<file path="config.mk">
export PLATFORM = sky130hd
export DESIGN_NAME = iccm_bank
export DESIGN_NICKNAME = d
export VERILOG_FILES = /design/src/design/iccm_pkg.sv /design/src/design/iccm_bank.sv
export SDC_FILE = /design/constraint.sdc
export NUM_CORES = 2
export LEC_CHECK = 0
export BUFFER_PORTS_ARGS = -buffer_cell sky130_fd_sc_hd__buf_2
export CAP_MARGIN = 10
export CORE_UTILIZATION = 35
export CTS_CLUSTER_DIAMETER = 30
export CTS_CLUSTER_SIZE = 20
export DETAILED_ROUTE_END_ITERATION = 6
export GPL_ROUTABILITY_DRIVEN = 0
export MAX_ROUTING_LAYER = met4
export PLACE_DENSITY = 0.5
export SLEW_MARGIN = 20
export SYNTH_ARGS = -nofsm -noshare
export SYNTH_HDL_FRONTEND = slang
export SYNTH_SLANG_ARGS = --single-unit
</file>
<file path="constraint.sdc">
create_clock -name clk -period 9.5 [get_ports clk]
set_input_delay 1.9 -clock clk [delete_from_list [all_inputs] [get_ports clk]]
set_output_delay 1.9 -clock clk [all_outputs]
set_load 0.02 [all_outputs]
</file>
<file path="src/design/iccm_pkg.sv">
/*
   Geometry of the 1 KB ICCM with four banks of 64 words
   All sizes are fixed because the address union needs fixed field widths
   The 7 check bits of a word are stored as given and never checked
*/
package iccm_pkg;

   // ************************************************************
   // Geometry
   // ************************************************************
   localparam int ICCM_BITS       = 10;             // Byte address width
   localparam int NUM_BANKS       = 4;
   localparam int BANK_BITS       = 2;              // Bank select field
   localparam int BANK_INDEX_BITS = 6;              // Row index within a bank
   localparam int BANK_DEPTH      = 1 << BANK_INDEX_BITS;
   localparam int TAG_W           = 8;              // Address bits 9..2

   // ************************************************************
   // Word and lane widths
   // ************************************************************
   localparam int WORD_W = 39;                      // 32 data plus 7 check bits
   localparam int DATA_W = 32;
   localparam int HALF_W = 16;                      // Fetch shift step
   localparam int LANE_W = 2 * WORD_W;              // Write bus with two lanes
   localparam int RD_W   = 2 * DATA_W;

   localparam logic [2:0] SIZE_DW = 3'd3;           // Double word write size

   // Bank view used by the decoder and the aligner
   typedef struct packed {
      logic [BANK_INDEX_BITS-1:0] row;
      logic [BANK_BITS-1:0]       bank;
      logic                       hw;               // Upper halfword of the word
      logic                       byte_sel;
   } iccm_bank_view_t;

   // Tag view used by the banks and the redundant rows
   typedef struct packed {
      logic [TAG_W-1:0] tag;                        // Word address, bank in low bits
      logic [1:0]       word_off;                   // Byte offset within the word
   } iccm_tag_view_t;

   typedef union packed {
      iccm_bank_view_t b;
      iccm_tag_view_t  t;
   } iccm_addr_u;

endpackage

</file>
<file path="src/design/iccm_bank.sv">
`timescale 1ns/1ps
/*
   One ICCM bank of 64 words with a one cycle registered read
   Read data holds while the bank is not read
   Redundant row data replaces array data when a valid row tag matches
   Array contents have no reset
*/
module iccm_bank #(
   parameter int BANK_ID = 0                         // Bank number in the address
) (
   input  logic                                   clk,
   input  logic                                   rst_n,
   input  logic                                   bank_wren,
   input  logic                                   bank_rden,
   input  logic [iccm_pkg::BANK_INDEX_BITS-1:0]   bank_row,
   input  logic [iccm_pkg::WORD_W-1:0]            bank_wr_word,
   input  iccm_pkg::iccm_addr_u                   iccm_rw_addr,
   input  iccm_pkg::iccm_addr_u                   addr_inc,
   input  logic [1:0][iccm_pkg::TAG_W-1:0]        red_tag,
   input  logic [1:0]                             red_valid,
   input  logic [1:0][iccm_pkg::WORD_W-1:0]       red_data,
   output logic [1:0]                             sel_red,
   output logic [iccm_pkg::WORD_W-1:0]            bank_dout
);
   import iccm_pkg::*;

   logic [WORD_W-1:0] mem [BANK_DEPTH];   // Behavioral storage
   logic [WORD_W-1:0] rd_q;               // Registered array read
   logic [1:0]        sel_red_q;          // Match aligned with rd_q
   logic              own_first;          // First word sits in this bank
   logic              own_second;
   logic [1:0]        tag_hit_first;
   logic [1:0]        tag_hit_second;

   // ************************************************************
   // Storage
   // ************************************************************
   always_ff @(posedge clk) begin
      if (bank_wren) begin
         mem[bank_row] <= bank_wr_word;
      end
      if (bank_rden) begin
         rd_q <= mem[bank_row];           // Old data on a same row write
      end
   end

   // ************************************************************
   // Redundant row match
   // ************************************************************
   assign own_first  = (iccm_rw_addr.t.tag[BANK_BITS-1:0] == BANK_BITS'(BANK_ID));
   assign own_second = (addr_inc.t.tag[BANK_BITS-1:0] == BANK_BITS'(BANK_ID));

   for (genvar r = 0; r < 2; r++) begin : g_row
      assign tag_hit_first[r]  = own_first & (iccm_rw_addr.t.tag == red_tag[r]);
      assign tag_hit_second[r] = own_second & (addr_inc.t.tag == red_tag[r]);
      assign sel_red[r]        = red_valid[r] & (tag_hit_first[r] | tag_hit_second[r]);
   end

   // Match follows the array by one cycle
   always_ff @(posedge clk) begin
      if (!rst_n) begin
         sel_red_q <= 2'b00;
      end else begin
         sel_red_q <= sel_red;
      end
   end

   // Substitution on the way out
   always_comb begin
      bank_dout = rd_q;
      if (sel_red_q[0]) begin
         bank_dout = red_data[0];
      end
      if (sel_red_q[1]) begin
         bank_dout = red_data[1];         // Row 1 wins on a double hit
      end
   end

endmodule

</file>
After elaboration in Yosys (flattened, before gate mapping):

Memories as Yosys holds them, arrays and structs flattened. A register that Yosys moved wholly into a read port is not among the register bits.
Index checks and enable logic that the tools add are counted.

* word-level logic and storage cells: 20
* output and inout bits: 41
* register bits: 2
* bits of input ports: 165
* RAM bits: 2496
* memories kept: 1

Memory list
* mem: depth 64, width 39, rd ports 1, clocked after memory_dff 1, write ports 1, line iccm_bank.sv:27 `logic [WORD_W-1:0] mem [BANK_DEPTH];`

* reductions and logical operators: 2
* muxes and demuxes: 4
* bitwise operators: 8
* equal/unequal tests: 4

Operators by type and width (number)
* 39-bit two-way mux: 2
* 8-bit equality test: 4
* 1-bit AND: 6
* 2-bit zero test: 2
* 1-bit two-way mux: 2
* 1-bit bitwise OR: 2

Logic depth before layout (Yosys ltp):

* depth after elaboration: 4
* mapped depth: 12
* gate-level depth less buffers: 6

Worst setup path after synthesis:

OpenSTA, ideal clock, no wires.

* kind: input to register
* from: in bank_row[0] (netlist bit)
* to: mem mem[12][0], enable pin
* setup time: 435 ps
* path slack: 3894 ps
* required time: 9065 ps
* stages: 9
* buffers on the path: 6
* arrival time: 5170 ps
* cell sequence: buf_6 > buf_6 > nor2_2 > buf_2 > buf_2 > buf_1 > buf_2 > nand3_1 > nor2_1

RTL lines
* from (decl): line iccm_bank.sv:15 `input logic [iccm_pkg::BANK_INDEX_BITS-1:0] bank_row,`
* to (decl): line iccm_bank.sv:27

Straight into the memory's write port.

Final worst setup path:

* from: in bank_row[0] (netlist bit)
* to: mem mem[39][35], enable pin

Straight into the memory's write port.

==> run summary <==
Status: finished clean
Placed wire-length estimate: 188,000 um
Hold Buf Count CTS: 0
Rows: 192
Setup Crit Path Kind: primary input to register
Mapped Cells: 5,485
Area grow syn2layout: 24.4%
# resized after CTS: 0
Total gr overflow: 0
Total Neg Setup Slack: 0 ps
Area contributors post-synth: edfxtp_1 (79%), a221oi_1 (3.8%), a22oi_1 (3.1%), mux2i_1 (1.9%), mux2_2 (1.6%)
Layout net count: 6,154
Total CTS buffers: 539
Global-route wire length before repair: 476,000 um
Port Buffer Count: 201
Global Route Usage Sum: 0.253
Fin crit share: 0.620
Post-synthesis sequential area ratio: 0.786
# clock sinks: 2,537
Core Area: 0.275 mm2
Placed insts: 9,132
Postcts setup bufs: 0
Worst Path Max Fanout: 45
Max-cap violations: 0
RSZ-0062 raised after global routing: no
Hold path start: mem[0][35]
Worst-Skew Late Latency: 980 ps
Peak supply drop: 0.159 mV
CP endpoint kind: register
Final hold viol count: 0
Synth warn: 0
Top_reg_cell synth: edfxtp_1
Initial core utilization: 0.353
Most area-hungry cell type in the Yosys netlist: edfxtp_1
Die Y: 528 um
LEAKAGE: 0.0386 uW
Starting DRC count in detailed routing: 6,968
Layout cells sized above 1: 0.229
Final core occ: 0.439
Routed WL: 348,000 um
Fmax achieved: 170 MHz
Pin count of the biggest net entering global routing: 132
Vias in the first global route: 58,600
Pre-CTS WS: 2700 ps
Hold WC Path Type: register to register
CTS Root Cell: clkbuf_16
Via density per instance: 5.91
Synth Register Bits: 2,537
Tightest Pin Transition: 1240 ps
Die ar.: 0.279 mm2
TritonCTS clock tree: done
Layout Cells excl Fill: 10,100
Final Skew: 62.2 ps
Initial antenna violation count: 31
Top cells by count, synth: edfxtp_1 (2,535), a221oi_1 (423), a22oi_1 (406), nor2_1 (241), o21ai_0 (235)
Top cell type's share of synthesized area: 0.785
Most numerous cell in the Yosys netlist: edfxtp_1
Final WS setup: 3610 ps
R2R Path Start: mem[18][31]
Clock Tree Buf Depth: 4
Unique cell type count in the Yosys netlist: 62
CTS H-tree lvls: 6
Synthesized area: 0.0969 mm2
Syn avg cell area: 17.7 um2
Critical Path Start: bank_row[0]
I/O pin count: 206
Syn_nets: 5,650
Residual DRC: 0
Worst hold margin: 711 ps
Vias: 59,600
Setup violations, final: 0
Pwr dens: 265 mW/mm2
Post-synth EDFFs: 2,535
Crit start category: primary input
Post-route minimum period: 5890 ps
Arrival @ worst endpoint: 6420 ps
Critical path required time: 10,040 ps
Async set-reset flop share out of synthesis: 0
Max Slew Vio Count: 0
DR WL/cell: 34.5 um
Clk slew on worst S/H paths: 50 ps
Slew HR: 0.175
First drt pass iteration count: 6
DIE WIDTH: 528 um
ANT nets after route: 0
registers in the layout, indices dropped and copies added, names as in the netlist:
| signal | cells |
|---|---|
| rd_q | 39 |
| mem | 2496 |
| sel_red_q | 2 |
layout make-up:
cell class                 instances  area (um2)
timing repair buffer             382        2660
sequential                      2537       76200
clock buffer                     629       14200
clock inverter                   314        3370
multi-input combinational       2525       19500
tap                             3686        4610
inverter                           4        30.0
antenna                           13        32.5
fill                           23800      154000
critical path: stages:
cell,delay [ps]
buf_8,350
buf_4,570
and2_4,720
nand3_1,910
nor2_4,1210
buf_4,660
through the flow:
step	power [uW]	cell area, um2
after floorplan	13300	96900
after global placement	14000	103000
after detailed placement	14000	103000
after CTS	32000	120000
after global routing	32700	121000
final	31900	121000
power breakdown:
group,switching (uW),total [uW],internal [uW]
registers,33.8,12500,12500
clock network,5900,18100,12200
logic,960,1310,353
total,6890,31900,25000
metal layers:
| metal | up-vias | global-route usage | part of all wire |
|---|---|---|---|
| met3 | 620 | 0.0531 | 0.093 |
| met4 | 0 | 0.0876 | 0.033 |
| met1 | 31600 | 0.333 | 0.41 |
| met2 | 3142 | 0.387 | 0.47 |
| li1 | 24200 | - | - |
| met5 | - | - | 0 |
cell usage in the layout (no fill, tap or decap), types with 59 or more instances in the layout:
master	n
clkinv_2	73
buf_4	192
clkbuf_16	555
o21ai_0	235
nor2_1	172
o22ai_1	142
buf_2	171
edfxtp_1	2535
a221oi_1	423
clkbuf_1	74
mux2_2	139
a21oi_1	126
nor2_4	67
nand2_1	140
bufinv_16	59
mux2i_1	185
clkinv_1	87
a22oi_1	406
worst paths after layout:
kind / end / cells past startpoint / slack [ps]
worst min-delay path: rd_q[35] / 4 / 710
worst min register to register: rd_q[35] / 4 / 710
worst max register to register: rd_q[31] / 6 / 6800
worst max-delay path: mem[39][35] / 6 / 3610
logic make-up after synthesis:
kind of cell / count (synthesis) / share of synthesized area
compound gates: 1556 / 0.118
xor+xnor: 24 / 0.00217
buf+inv: 423 / 0.0196
flops: 2537 / 0.786
mux: 381 / 0.0482
simple gates: 564 / 0.0265
Note: power is estimated with default switching activity, not from simulation.
