### config.mk
export PLATFORM = sky130hd
export DESIGN_NAME = iccm_bank_decode
export DESIGN_NICKNAME = d
export VERILOG_FILES = /design/src/design/iccm_pkg.sv /design/src/design/iccm_bank_decode.sv
export SDC_FILE = /design/constraint.sdc
export NUM_CORES = 1
export LEC_CHECK = 0
export BUFFER_PORTS_ARGS = -buffer_cell sky130_fd_sc_hd__buf_4
export CORE_AREA = 2 2 113 115
export DETAILED_ROUTE_END_ITERATION = 16
export DIE_AREA = 0 0 115 117
export REMOVE_ABC_BUFFERS = 1
export SYNTH_ARGS = -nofsm -noshare
export SYNTH_HDL_FRONTEND = slang
export SYNTH_SLANG_ARGS = --single-unit
### constraint.sdc
create_clock -name vclk -period 2.5
set_clock_uncertainty 0.2 [all_clocks]
set_input_delay 0 -clock vclk [all_inputs]
set_output_delay 0 -clock vclk [all_outputs]
set_load 0.02 [all_outputs]
### src/design/iccm_pkg.sv
/*
   Geometry of the 1 KB ICCM with four banks of 64 words
   All sizes are fixed because the address union needs fixed field widths
   The 7 check bits of a word are stored as given and never checked
*/
package iccm_pkg;

   // ************************************************************
   // Geometry
   // ************************************************************
   localparam int ICCM_BITS       = 10;             // Byte address width
   localparam int NUM_BANKS       = 4;
   localparam int BANK_BITS       = 2;              // Bank select field
   localparam int BANK_INDEX_BITS = 6;              // Row index within a bank
   localparam int BANK_DEPTH      = 1 << BANK_INDEX_BITS;
   localparam int TAG_W           = 8;              // Address bits 9..2

   // ************************************************************
   // Word and lane widths
   // ************************************************************
   localparam int WORD_W = 39;                      // 32 data plus 7 check bits
   localparam int DATA_W = 32;
   localparam int HALF_W = 16;                      // Fetch shift step
   localparam int LANE_W = 2 * WORD_W;              // Write bus with two lanes
   localparam int RD_W   = 2 * DATA_W;

   localparam logic [2:0] SIZE_DW = 3'd3;           // Double word write size

   // Bank view used by the decoder and the aligner
   typedef struct packed {
      logic [BANK_INDEX_BITS-1:0] row;
      logic [BANK_BITS-1:0]       bank;
      logic                       hw;               // Upper halfword of the word
      logic                       byte_sel;
   } iccm_bank_view_t;

   // Tag view used by the banks and the redundant rows
   typedef struct packed {
      logic [TAG_W-1:0] tag;                        // Word address, bank in low bits
      logic [1:0]       word_off;                   // Byte offset within the word
   } iccm_tag_view_t;

   typedef union packed {
      iccm_bank_view_t b;
      iccm_tag_view_t  t;
   } iccm_addr_u;

endpackage

### src/design/iccm_bank_decode.sv
`timescale 1ns/1ps
/*
   Bank enables, rows and write words for both words of an access
   A halfword aligned word access also touches two banks
   When both words fall in one bank the first word owns the row
*/
module iccm_bank_decode (
   input  logic                                   iccm_wren,
   input  logic                                   iccm_rden,
   input  iccm_pkg::iccm_addr_u                   iccm_rw_addr,
   input  logic [2:0]                             iccm_wr_size,
   input  logic [iccm_pkg::LANE_W-1:0]            iccm_wr_data,
   output iccm_pkg::iccm_addr_u                   addr_inc,
   output logic [iccm_pkg::NUM_BANKS-1:0]         bank_wren,
   output logic [iccm_pkg::NUM_BANKS-1:0]         bank_rden,
   output logic [iccm_pkg::NUM_BANKS-1:0]
                [iccm_pkg::BANK_INDEX_BITS-1:0]   bank_row,
   output logic [iccm_pkg::NUM_BANKS-1:0]
                [iccm_pkg::WORD_W-1:0]            bank_wr_word
);
   import iccm_pkg::*;

   logic [ICCM_BITS-1:0] addr_step;   // Byte distance to the second word
   logic [NUM_BANKS-1:0] hit_first;   // First word lands here
   logic [NUM_BANKS-1:0] hit_second;  // Second word lands here

   // Two halfwords on DW, one otherwise
   assign addr_step = (iccm_wr_size == SIZE_DW) ? ICCM_BITS'(4) : ICCM_BITS'(2);
   assign addr_inc  = iccm_rw_addr + addr_step;      // Wraps at the top of the 1 KB

   // ************************************************************
   // Per bank enables and row select
   // ************************************************************
   for (genvar i = 0; i < NUM_BANKS; i++) begin : g_bank
      assign hit_first[i]  = (iccm_rw_addr.b.bank == BANK_BITS'(i));
      assign hit_second[i] = (addr_inc.b.bank == BANK_BITS'(i));

      assign bank_wren[i] = iccm_wren & (hit_first[i] | hit_second[i]);
      assign bank_rden[i] = iccm_rden & (hit_first[i] | hit_second[i]);

      // First word has priority, so a DW wrap from bank 3 lands on the next row
      assign bank_row[i] = hit_first[i] ? iccm_rw_addr.b.row : addr_inc.b.row;

      // Lane steering
      if (i % 2 == 0) begin : g_even
         assign bank_wr_word[i] = iccm_wr_data[WORD_W-1:0];        // Low lane
      end else begin : g_odd
         assign bank_wr_word[i] = iccm_wr_data[LANE_W-1:WORD_W];   // High lane
      end
   end

endmodule

---- Word-level counts from Yosys, hierarchy flattened ----
Index checks and enable logic that the tools add are counted.
cells by class
  add/sub/neg operators ................... 1
  eq/ne operators ......................... 7
  muxes and demuxes ....................... 5
  bitwise gates (word level) .............. 12
  reduce and logical (&&, ||, !) cells .... 2
operators with widths
  operator                                       count
  2-to-1 mux 6 bit                               4
  adder 10 x 3 -> 10 bit                         1
  bitwise AND 1 bit                              8
  == test 2 bit, second input constant           4
  == test 2 x 1 -> 1 bit, second input constant  2
  zero test 2 bit                                2
  OR 1 bit                                       4
  == test 3 x 2 -> 1 bit, second input constant  1
  2-to-1 mux 3 bit                               1
word-level totals
  register bits after elaboration ......... 0
  bits of input ports ..................... 93
  output and inout port bits .............. 198
  word-level logic and storage cells ...... 27

---- Depth between registers and ports, before layout ----
  depth after elaboration ................. 6
  depth in mapped cells ................... 8
  depth with buffers taken out ............ 7

---- Worst setup path after synthesis ----
No wires, ideal clock.
  path type ............................... input-to-output
  start point ............................. input iccm_wr_size[1]
  end point ............................... output bank_rden[3] (netlist name)
  arrival time ............................ 1.859 ns
  required time ........................... 2.300 ns
  slack ................................... 0.441 ns
  stages .................................. 7
  path buffers ............................ 0
  cell sequence ........................... nand2_1 or2_2 ha_1 fa_1 nor2b_1 o21ai_0 a21oi_1
RTL lines
  element          line                    source
  start, declared  iccm_bank_decode.sv:11  input logic [2:0] iccm_wr_size,
  end, declared    iccm_bank_decode.sv:15  output logic [iccm_pkg::NUM_BANKS-1:0] bank_rden,

---- Worst setup path in the final report ----
  start point ............................. input iccm_wr_size[2]
  end point ............................... output bank_wren[0] (netlist name)
between the ends
  word-level cells in the longest chain between the ends .. 6
RTL lines
  element                 line                    source
  == test 3 x 2 -> 1 bit  iccm_bank_decode.sv:28  assign addr_step = (iccm_wr_size == SIZE_DW) ? ICCM_BITS'(4) : ICCM_BITS'(2);
  2-to-1 mux 3 bit        iccm_bank_decode.sv:28
  adder 10 x 3 -> 10 bit  iccm_bank_decode.sv:29  assign addr_inc = iccm_rw_addr + addr_step;
  zero test 2 bit         iccm_bank_decode.sv:36  assign hit_second[i] = (addr_inc.b.bank == BANK_BITS'(i));
  OR 1 bit                iccm_bank_decode.sv:38  assign bank_wren[i] = iccm_wren & (hit_first[i] | hit_second[i]);
  bitwise AND 1 bit       iccm_bank_decode.sv:38
  end, declared           iccm_bank_decode.sv:14  output logic [iccm_pkg::NUM_BANKS-1:0] bank_wren,
Every way passes these cells.

==> metrics.yaml <==
synth:
  synthAdderAreaFrac_pct: 2.42
  ys_types: 31
  synth_common_cells: "buf_4, xor2_1, nor2_1"
  synth.largest_area_cell: "buf_4"
  yosysSeqAreaShare_pct: 0
  synth_top_family_by_area: "buffers and inverters"
  yosys.area_share.simple_pct: 12.6
  synth_area_um2: 1860
  synth_xor_area_share_pct: 14.6
  synth-compound-area-share_pct: 2.48
  syn_area_per_cell_um2: 7.55
  muxShareOfSynthArea_pct: 1.14
  postSynthCellCount: 247
  ys_warn_count: 0
  synth_top_area_share_pct: 64.4
  synth_most_common_cell: "buf_4"
  yosys-top-cells-area: "buf_4, xor2_1, xnor2_1, nor3_1, nor2_1"
routing:
  ant_nets: 0
  wl_per_cell_um: 49.3
  drc: 0
  routed_wl_mm: 18.2
  viasPerCell: 4.19
  drt-initial-drc-count: 164
  routed-via-count: 1543
  drtPass1Iterations: 4
placement:
  dpl.cell_count: 289
  io_buffers: 55
  hpwl_mm: 16.2
  place.gp.congestion: 0.854
floorplan:
  die-area_um2: 13500
  start_util_pct: 15.1
  num_rows: 41
  ios: 291
  die-height_um: 117
  die_w_um: 115
  coreArea_um2: 12300
setup_path:
  path_depth: 8
  worst-endpoint-arrival_ns: 2.04
  worst-path-buf-inv: 2
  max_stage_delay_ns: 0.61
  startpoint: "iccm_wr_size[2]"
  required_ns: 2.30
  crit_chain: "buf_4, or2_2, ha_1, fa_1, o21ai_0, mux2_2, and2_1, buf_4"
  critPathSlowestCell: "fa_1"
  start_kind: "primary input"
  endpoint: "bank_wren[0]"
  setup.worst_path.class: "primary input to primary output"
  setup.worst_path.end_class: "primary output"
  cp_top_family: "adder cells"
  cp_common_cell: "buf_4"
  crit_path_max_fanout: 6
timing:
  max_freq_mhz: 446
  maxSlewHeadroom_pct: 50.4
  finalHoldViolations: 0
  fin_crit_ns: 2.24
  worst_pin_slew_ns: 0.742
  period_share_pct: 89.8
  finalSetupTns_ns: 0
  final-setup-viol-count: 0
  timing.final.max_slew_violations: 0
  rsz0062_at_grt: "false"
global_routing:
  overflow: 0
  grt_pass1_wl_mm: 20.7
  grt_max_degree: 15
  grt_pass1_vias: 1468
  grt.total_usage_pct: 25.2
  grt_antenna_before_repair: 3
layout:
  n_clock_buffer: 0
  stdcell_count: 368
  flops_and_latches: 0
  area.growth.synth_to_final_pct: 9.40
  diodes: 0
  drive_gt1_share_pct: 31.2
  nNetsFinal: 316
  ff_latch_area_um2: 0
power_and_ir_drop:
  irDropWorstVdd_v: 0.000105
  powerDensity_nw_per_um2: 344
  leakagePower_nw: 0.897
flow_run:
  maxCapViolations: 0
min_path:
  hold_path.class: "primary input to primary output"
outcome:
  status: "completed"
cts:
  holdBufCountCts: 79
  post_cts_buffers: 0
  cts_resized: 0
## kinds of logic after synthesis
family,Yosys count
compound gates,7
xor+xnor,31
fa+ha+maj,3
buf+inv,169
mux,2
simple gates,35
## area by class of cell
type / count / area (um2)
well taps: 150 / 188
multi-input cells: 78 / 618
fillers: 1357 / 10300
inverters: 4 / 15.0
repair buffers: 136 / 1220
## per-layer routing
layer  part of all wire (%)  up-vias  track usage (%)
li1                       -      546                -
met1                     27      743             20.5
met2                     54      214             49.6
met3                     15       40             16.4
met4                    3.5        0             6.10
met5                      0        -             2.22
## how the worst min path moves through the flow
stage / startpoint / endpoint / depth (start not counted)
finish: iccm_rden / bank_rden[0] / 3
global route: iccm_rden / bank_rden[0] / 3
global placement: iccm_wr_data[17] / bank_wr_word[95] / 0
CTS: iccm_rden / bank_rden[0] / 3
floorplan: iccm_rw_addr[0] / addr_inc[0] / 0
detailed placement: iccm_wr_data[17] / bank_wr_word[95] / 0
## cells in the final DEF (no fill, tap or decap)
cell	count
inv_1	4
a21oi_1	2
o31ai_1	1
dlygate4sd3_1	79
mux2_2	1
nor2_2	2
xnor2_1	6
fa_1	1
xor2_1	25
or2_2	1
mux2i_1	1
a21bo_2	1
nand2b_1	2
nor2_1	8
nor3_1	6
a21oi_2	1
nor3b_2	1
ha_1	2
nand3b_1	1
nor3b_4	1
and2_1	2
o21ai_0	2
nand4_4	1
nand3_4	1
buf_4	57
nand3_2	1
nand2_1	4
nor3b_1	2
nor2b_1	2
## per-stage QoR
stage | hold WS (ns) | power (W) | util [%] | setup slack (ns) | area [um2]
2_1_floorplan | -0.200 | 0.000145 | - | 0.440 | 633
3_3_place_gp | -0.199 | 0.000277 | 10.1 | 0.305 | 1250
3_5_place_dp | -0.199 | 0.000280 | 10.1 | 0.276 | 1250
4_1_cts | 0.123 | 0.000684 | 16.6 | 0.254 | 2040
5_1_grt | 0.143 | 0.000712 | 16.6 | 0.152 | 2040
6_report | 0.126 | 0.000701 | 16.6 | 0.256 | 2040
## report_power, final
| group | leakage (nW) | total, W | internal, W | switching (W) |
|---|---|---|---|---|
| sequential | 0 | 0 | 0 | 0 |
| clock | 0 | 0 | 0 | 0 |
| combinational | 0.897 | 0.000701 | 0.000202 | 0.000499 |
| total | 0.897 | 0.000701 | 0.000202 | 0.000499 |
Power figures use the tool's default switching activity.
