==> config.mk <==
export PLATFORM = sky130hd
export DESIGN_NAME = iccm_read_align
export DESIGN_NICKNAME = d
export VERILOG_FILES = /design/src/design/iccm_pkg.sv /design/src/design/iccm_read_align.sv
export SDC_FILE = /design/constraint.sdc
export NUM_CORES = 1
export LEC_CHECK = 0
export ABC_AREA = 1
export BUFFER_PORTS_ARGS = -buffer_cell sky130_fd_sc_hd__buf_2
export CORE_AREA = 3 3 123 125
export CTS_BUF_LIST = sky130_fd_sc_hd__clkbuf_8
export DETAILED_ROUTE_END_ITERATION = 7
export DIE_AREA = 0 0 126 128
export PLACE_DENSITY = 0.68
export SLEW_MARGIN = 20
export SYNTH_ARGS = -nofsm -noshare
export SYNTH_HDL_FRONTEND = slang
export SYNTH_SLANG_ARGS = --single-unit
export TNS_END_PERCENT = 50
==> constraint.sdc <==
create_clock -name clk -period 1.8 [get_ports clk]
set_clock_uncertainty 0.15 [all_clocks]
set_input_delay 0.54 -clock clk [delete_from_list [all_inputs] [get_ports clk]]
set_output_delay 0.54 -clock clk [all_outputs]
set_load 0.005 [all_outputs]
==> src/design/iccm_pkg.sv <==
/*
   Geometry of the 1 KB ICCM with four banks of 64 words
   All sizes are fixed because the address union needs fixed field widths
   The 7 check bits of a word are stored as given and never checked
*/
package iccm_pkg;

   // ************************************************************
   // Geometry
   // ************************************************************
   localparam int ICCM_BITS       = 10;             // Byte address width
   localparam int NUM_BANKS       = 4;
   localparam int BANK_BITS       = 2;              // Bank select field
   localparam int BANK_INDEX_BITS = 6;              // Row index within a bank
   localparam int BANK_DEPTH      = 1 << BANK_INDEX_BITS;
   localparam int TAG_W           = 8;              // Address bits 9..2

   // ************************************************************
   // Word and lane widths
   // ************************************************************
   localparam int WORD_W = 39;                      // 32 data plus 7 check bits
   localparam int DATA_W = 32;
   localparam int HALF_W = 16;                      // Fetch shift step
   localparam int LANE_W = 2 * WORD_W;              // Write bus with two lanes
   localparam int RD_W   = 2 * DATA_W;

   localparam logic [2:0] SIZE_DW = 3'd3;           // Double word write size

   // Bank view used by the decoder and the aligner
   typedef struct packed {
      logic [BANK_INDEX_BITS-1:0] row;
      logic [BANK_BITS-1:0]       bank;
      logic                       hw;               // Upper halfword of the word
      logic                       byte_sel;
   } iccm_bank_view_t;

   // Tag view used by the banks and the redundant rows
   typedef struct packed {
      logic [TAG_W-1:0] tag;                        // Word address, bank in low bits
      logic [1:0]       word_off;                   // Byte offset within the word
   } iccm_tag_view_t;

   typedef union packed {
      iccm_bank_view_t b;
      iccm_tag_view_t  t;
   } iccm_addr_u;

endpackage

==> src/design/iccm_read_align.sv <==
`timescale 1ns/1ps
/*
   Read side word select and halfword alignment
   Selectors are captured every cycle so data is valid one cycle after a read
   The top 16 bits of the fetch data are always zero
*/
module iccm_read_align (
   input  logic                                   clk,
   input  logic                                   rst_n,
   input  iccm_pkg::iccm_addr_u                   iccm_rw_addr,
   input  iccm_pkg::iccm_addr_u                   addr_inc,
   input  logic [iccm_pkg::NUM_BANKS-1:0]
                [iccm_pkg::WORD_W-1:0]            bank_dout,
   output logic [iccm_pkg::RD_W-1:0]              iccm_rd_data,
   output logic [iccm_pkg::LANE_W-1:0]            iccm_rd_data_ecc
);
   import iccm_pkg::*;

   logic [BANK_BITS:0]   lo_sel_q;        // First bank and halfword bit
   logic [BANK_BITS-1:0] hi_sel_q;        // Second bank
   logic [WORD_W-1:0]    word_lo;
   logic [WORD_W-1:0]    word_hi;
   logic [RD_W-1:0]      data_pair;
   logic [RD_W-1:0]      data_shift;

   always_ff @(posedge clk) begin
      if (!rst_n) begin
         lo_sel_q <= '0;
         hi_sel_q <= '0;
      end else begin
         lo_sel_q <= {iccm_rw_addr.b.bank, iccm_rw_addr.b.hw};
         hi_sel_q <= addr_inc.b.bank;
      end
   end

   assign word_lo = bank_dout[lo_sel_q[BANK_BITS:1]];
   assign word_hi = bank_dout[hi_sel_q];

   assign iccm_rd_data_ecc = {word_hi, word_lo};                  // Raw words with check bits

   assign data_pair  = {word_hi[DATA_W-1:0], word_lo[DATA_W-1:0]};
   assign data_shift = lo_sel_q[0] ? (data_pair >> HALF_W) : data_pair;   // Odd halfword start
   assign iccm_rd_data = {{HALF_W{1'b0}}, data_shift[RD_W-HALF_W-1:0]};

endmodule

# After elaboration in Yosys (flattened, before gate mapping)
# Cells that the tools add are included.
# classes
n_mux	5
order_cmp	2
# ops
operator	count
$bmux W39 S2	2
$mux W39	2
$mux W48	1
$lt A2 B3 Y1 const B	2
# word_totals
wordCells	9
out_inout_bits	142
input_bits	178
ff_bits	5

# Logic depth before layout (Yosys ltp)
# depth
ltp_word	3
mapped_depth	7
depth_no_buf	5

# Least setup slack after synthesis
# OpenSTA, ideal clock, no wires.
# synth_path
path_kind	reg-to-output
from	reg lo_sel_q[1]
to	out iccm_rd_data_ecc[31] (netlist name)
required_time_ns	1.110
setup_slack_ns	0.174
path_stages_with_launch	6
t_arrival_ns	0.936
n_path_buf	2
path_cell_list	dfxtp_1 buf_4 buf_4 nand2_1 nand3_1 and2_1
# synth_between
elab_chain_cells	2
# synth_lines
element	line	rtl
start: declaration	iccm_read_align.sv:19	logic [BANK_BITS:0] lo_sel_q;
start signal: assignment	iccm_read_align.sv:31	lo_sel_q <= {iccm_rw_addr.b.bank, iccm_rw_addr.b.hw};
$bmux W39 S2	iccm_read_align.sv:36	assign word_lo = bank_dout[lo_sel_q[BANK_BITS:1]];
$mux W39 (implied by the code)	iccm_read_align.sv:36	
end: declaration	iccm_read_align.sv:15	output logic [iccm_pkg::LANE_W-1:0] iccm_rd_data_ecc
# No other way between the ends. The select of a mux whose other input is x is not followed.

# Worst setup path in the final report
# layout_path
from	reg hi_sel_q[0]
to	out iccm_rd_data_ecc[51] (netlist name)
# layout_between
elab_chain_cells	2
# layout_lines
element	line	rtl
start: declaration	iccm_read_align.sv:20	logic [BANK_BITS-1:0] hi_sel_q;
start signal: assignment	iccm_read_align.sv:32	hi_sel_q <= addr_inc.b.bank;
$bmux W39 S2	iccm_read_align.sv:37	assign word_hi = bank_dout[hi_sel_q];
$mux W39 (implied by the code)	iccm_read_align.sv:37	
# No other way between the ends. The select of a mux whose other input is x is not followed.

==> results.md <==
- The run finished, with violations left.
- The checks that failed: negative setup slack.
- The number of antenna violations at the first check in global routing is 1.
- The largest net degree at the start of global routing is 32.
- The share of the synthesized area in the top cell type is 0.3404.
- The die is 128 µm tall.
- Across every metal layer, demand over resource in global routing totals 0.2562.
- The final antenna diode count is 0.
- In the routed design, unresolved DRC markers number 0.
- The average detailed-routed wire length per instance is 18.96 µm.
- The synthesized design contains 5 register bits.
- Based on the critical path, the design can be clocked at up to 0.4653 GHz.
- Summed over all layers, the global routing overflow is 0.
- The initial cell density of the core is 0.2657.
- The number of pins with negative max-slew slack in the final report is 0.
- The layout has 1402 filler cells.
- The dominant delay contributor by cell family on the critical path is buffers and inverters.
- The post-synthesis to final-layout area growth is 94.11%.
- The sink of the worst hold path is lo_sel_q[0].
- In this run the tool buffered the top-level ports with 288 buffer cells.
- Of the total synthesized cell area, the portion taken by full adders, half adders and majority gates is 0.
- The most used flip-flop cell after synthesis is sky130_fd_sc_hd__dfxtp_1.
- The worst hold path begins at iccm_rw_addr[1].
- The class of the most critical setup path is reg2out.
- Of the total synthesized cell area, the portion taken by XOR and XNOR cells is 0.
- The number of distinct library cell variants in the gate-level netlist after synthesis is 16.
- For this design the static power due to leakage is 3.825 nW.
- The wire length of the first global-routing pass is 33.05 mm.
- For this run, asynchronously set or reset flops after synthesis account for 0.
- The first routing iteration left 442 violations.
- The critical path data arrival time is 1460 ps.
- The worst path in the final design needs a cycle of 2149 ps, including I/O delays and setup.
- VDD sags by at most 0.0002616 V.
- The buffer levels on the longest clock path is 2.
- The worst hold path passes through 3 cells.
- The placed instances occupy a cell area of 5438 µm².
- The final weighted congestion of routability-driven global placement is 0.9387.
- The number of setup violations in the final report is 126.
- The signal on the critical path passes through inv_8 > buf_12 > buf_4 > nand2_2 > nand3_4 > and2_4 > buf_2.
- Sorting the synthesized cells by how often they occur yields 337 x sky130_fd_sc_hd__nand2_1, 224 x sky130_fd_sc_hd__nand3_1, 64 x sky130_fd_sc_hd__and2_1.
- The number of hold-slack violations in the final timing report is 0.
- Summing all multi-input logic gate instances after layout gives 4202 µm².
- The remaining number of nets flagged by the antenna check after routing is 0.
- Clock tree synthesis inserted a total of 3 buffers.
- The portion of synthesized area spent on multiplexers is 0.
- For this run, the number of Yosys warnings is 0.
- STA puts the critical path data required time at 1110 ps.
- The first-pass detailed-route iteration total is 5.
- By area the synthesized netlist is led by sky130_fd_sc_hd__nand2_1 34%, sky130_fd_sc_hd__nand3_1 30%, sky130_fd_sc_hd__and2_1 11%.
- For this design, the sink count on the clock tree is 5.
- For this run, the share of the core covered by cells in the final layout is 0.5157.
- The share of synthesized area occupied by flip-flops and latches is 0.02694.
- The average footprint of a synthesized cell is 4.807 µm².
- The largest stage delay on the critical path is 400 ps.
- The H-tree depth is 1.
- STA classifies the critical path endpoint as an output port.
- Clock tree synthesis selected as its root buffer the cell sky130_fd_sc_hd__clkbuf_8.
- The largest area contributor in the netlist is sky130_fd_sc_hd__nand2_1.
- The critical path startpoint category is a register.
- Of the cells placed in the final design, the portion with a size suffix greater than 1 is 0.5457.
- Setup repair after global routing could not meet its margin everywhere.
- The via count of the first global-routing pass is 5998.
- The total of max-cap violations is 0.
- The final total power is 2.476 mW.
- The compound-cell area share of the yosys netlist is 0.06599.
- From left edge to right edge, the die measures 126 µm.
- Dividing total power by cell area gives a power density of 343.2 nW/µm².
- Of the total synthesized cell area, the portion taken by AND, OR, NAND and NOR gates is 0.7498.
- After legalization and detailed placement, the total HPWL measured 15.89 mm.
- In this run the count of I/O pins placed on the die edge is 320.
- The total non-filler cell area in the finished layout is 7213 µm².
- Once routing completed, OpenROAD measured the worst setup slack at -349.2 ps.
- Registers take 113.9 µm².
- The per-cell via count in the routed design is 5.290.
- The number of cells on the critical path is 7.
- The tightest hold path in the finished design has a slack of 367.6 ps.
- The detailed router placed 6565 vias in this run.
- The total die area is 16130 µm².
- The kind of path behind the tightest hold check is in2reg.
- The synthesized design contains 0 enable-type register cells.
- The final-layout setup total negative slack is -34150 ps.
- After synthesis the cells add up to 3716 µm².
- TritonCTS built the clock tree.
- The largest family of logic cells by synthesized area is simple AND/OR/NAND/NOR gates.
- The clock transition at the register clock pins on the worst setup and hold paths after CTS is 40 ps.
- The core outline area is 13990 µm².
- In this run the core area contains 43 standard-cell rows.
- The final critical-path share of the clock period is 1.194.
- The maximum fanout count along the critical path is 10.
- At the end of the flow, the number of nets in the layout was 1240.
- For this block, the routed nets add up to 23.53 mm of wire.
- For this design, the slowest cell found on the critical path is sky130_fd_sc_hd__dfxtp_4.
- After technology mapping, the gate count stands at 773.
- The most frequent cell after synthesis is sky130_fd_sc_hd__nand2_1.
- The number of buffer and inverter stages on the critical path is 4.
[sequential cells by signal, summed over array words and instances, names as in the netlist]
name      count
hi_sel_q      2
lo_sel_q      3
[through the flow]
| stage | instances | setup WS [ps] |
|---|---|---|
| detailed placement | 1212 | -192.1 |
| finish | 1241 | -349.2 |
| global placement | 1212 | -193.6 |
| CTS | 1235 | -301.5 |
| global route | 1241 | -438.2 |
| floorplan | 788 | 174.3 |
[layout by cell type (no fill, tap or decap), types with 11 or more instances in the layout]
| cell type | netlist | final |
|---|---|---|
| sky130_fd_sc_hd__o211ai_1 | 14 | 14 |
| sky130_fd_sc_hd__buf_12 | 0 | 23 |
| sky130_fd_sc_hd__and2_4 | 0 | 28 |
| sky130_fd_sc_hd__nand3_1 | 224 | 88 |
| sky130_fd_sc_hd__nand2_2 | 0 | 46 |
| sky130_fd_sc_hd__buf_6 | 6 | 11 |
| sky130_fd_sc_hd__inv_1 | 20 | 20 |
| sky130_fd_sc_hd__conb_1 | 1 | 16 |
| sky130_fd_sc_hd__and2_1 | 64 | 36 |
| sky130_fd_sc_hd__nand2_1 | 337 | 289 |
| sky130_fd_sc_hd__nand3_4 | 0 | 26 |
| sky130_fd_sc_hd__buf_2 | 34 | 284 |
| sky130_fd_sc_hd__nand3_2 | 0 | 110 |
| sky130_fd_sc_hd__buf_4 | 30 | 11 |
[cells by family (layout without fill, tap and decap cells)]
logic type             Yosys count  in the layout
and+or+nand+nor                625            625
buffers and inverters          100            373
AOI/OAI and AO/OA               42             42
DFF                              5              5
other                            1             16
[worst max path at each step]
stage | startpoint | endpoint | slack, ps
global route | hi_sel_q[0] | iccm_rd_data[36] | -440
detailed placement | bank_dout[51] | iccm_rd_data_ecc[51] | -190
global placement | bank_dout[51] | iccm_rd_data_ecc[51] | -190
floorplan | lo_sel_q[1] | iccm_rd_data_ecc[31] | 170
CTS | hi_sel_q[0] | iccm_rd_data_ecc[60] | -300
finish | hi_sel_q[0] | iccm_rd_data_ecc[51] | -350
[power breakdown]
group	switching, mW	leakage (nW)	total, mW	internal [mW]
Sequential	0.0190	0.0439	0.136	0.117
Clock	0.0527	0.0269	0.199	0.146
Combinational	1.13	3.75	2.14	1.01
[repair_timing]
item | in CTS | in global routing
cloned | 13 | 3
hold endpoints to repair | 0 | 0
pin swaps | 15 | 27
endpoints found under the setup margin | 126 | 126
hold buffers | 0 | 0
setup buffers | 6 | 4
gates resized for setup | 139 | 157
[area by class of cell]
cell class                      count  share of cell area
Inverter                           24             0.01735
Timing Repair inverter              1            0.001214
Timing Repair Buffer              344              0.3457
Clock inverter                      1           0.0005204
Tap cell                          180             0.03122
Sequential cell                     5             0.01578
Multi-Input combinational cell    683              0.5825
Clock buffer                        3            0.005724
[routing by layer]
| layer | share of wire | global-route usage | wire length (µm) |
|---|---|---|---|
| met5 | 0.00055 | 0 | 13 |
| met4 | 0.020 | 0.06498 | 463 |
| met3 | 0.096 | 0.04292 | 2265 |
| met2 | 0.47 | 0.4094 | 11030 |
| met1 | 0.41 | 0.3587 | 9751 |
No activity file was read; power rests on OpenSTA's default activity.
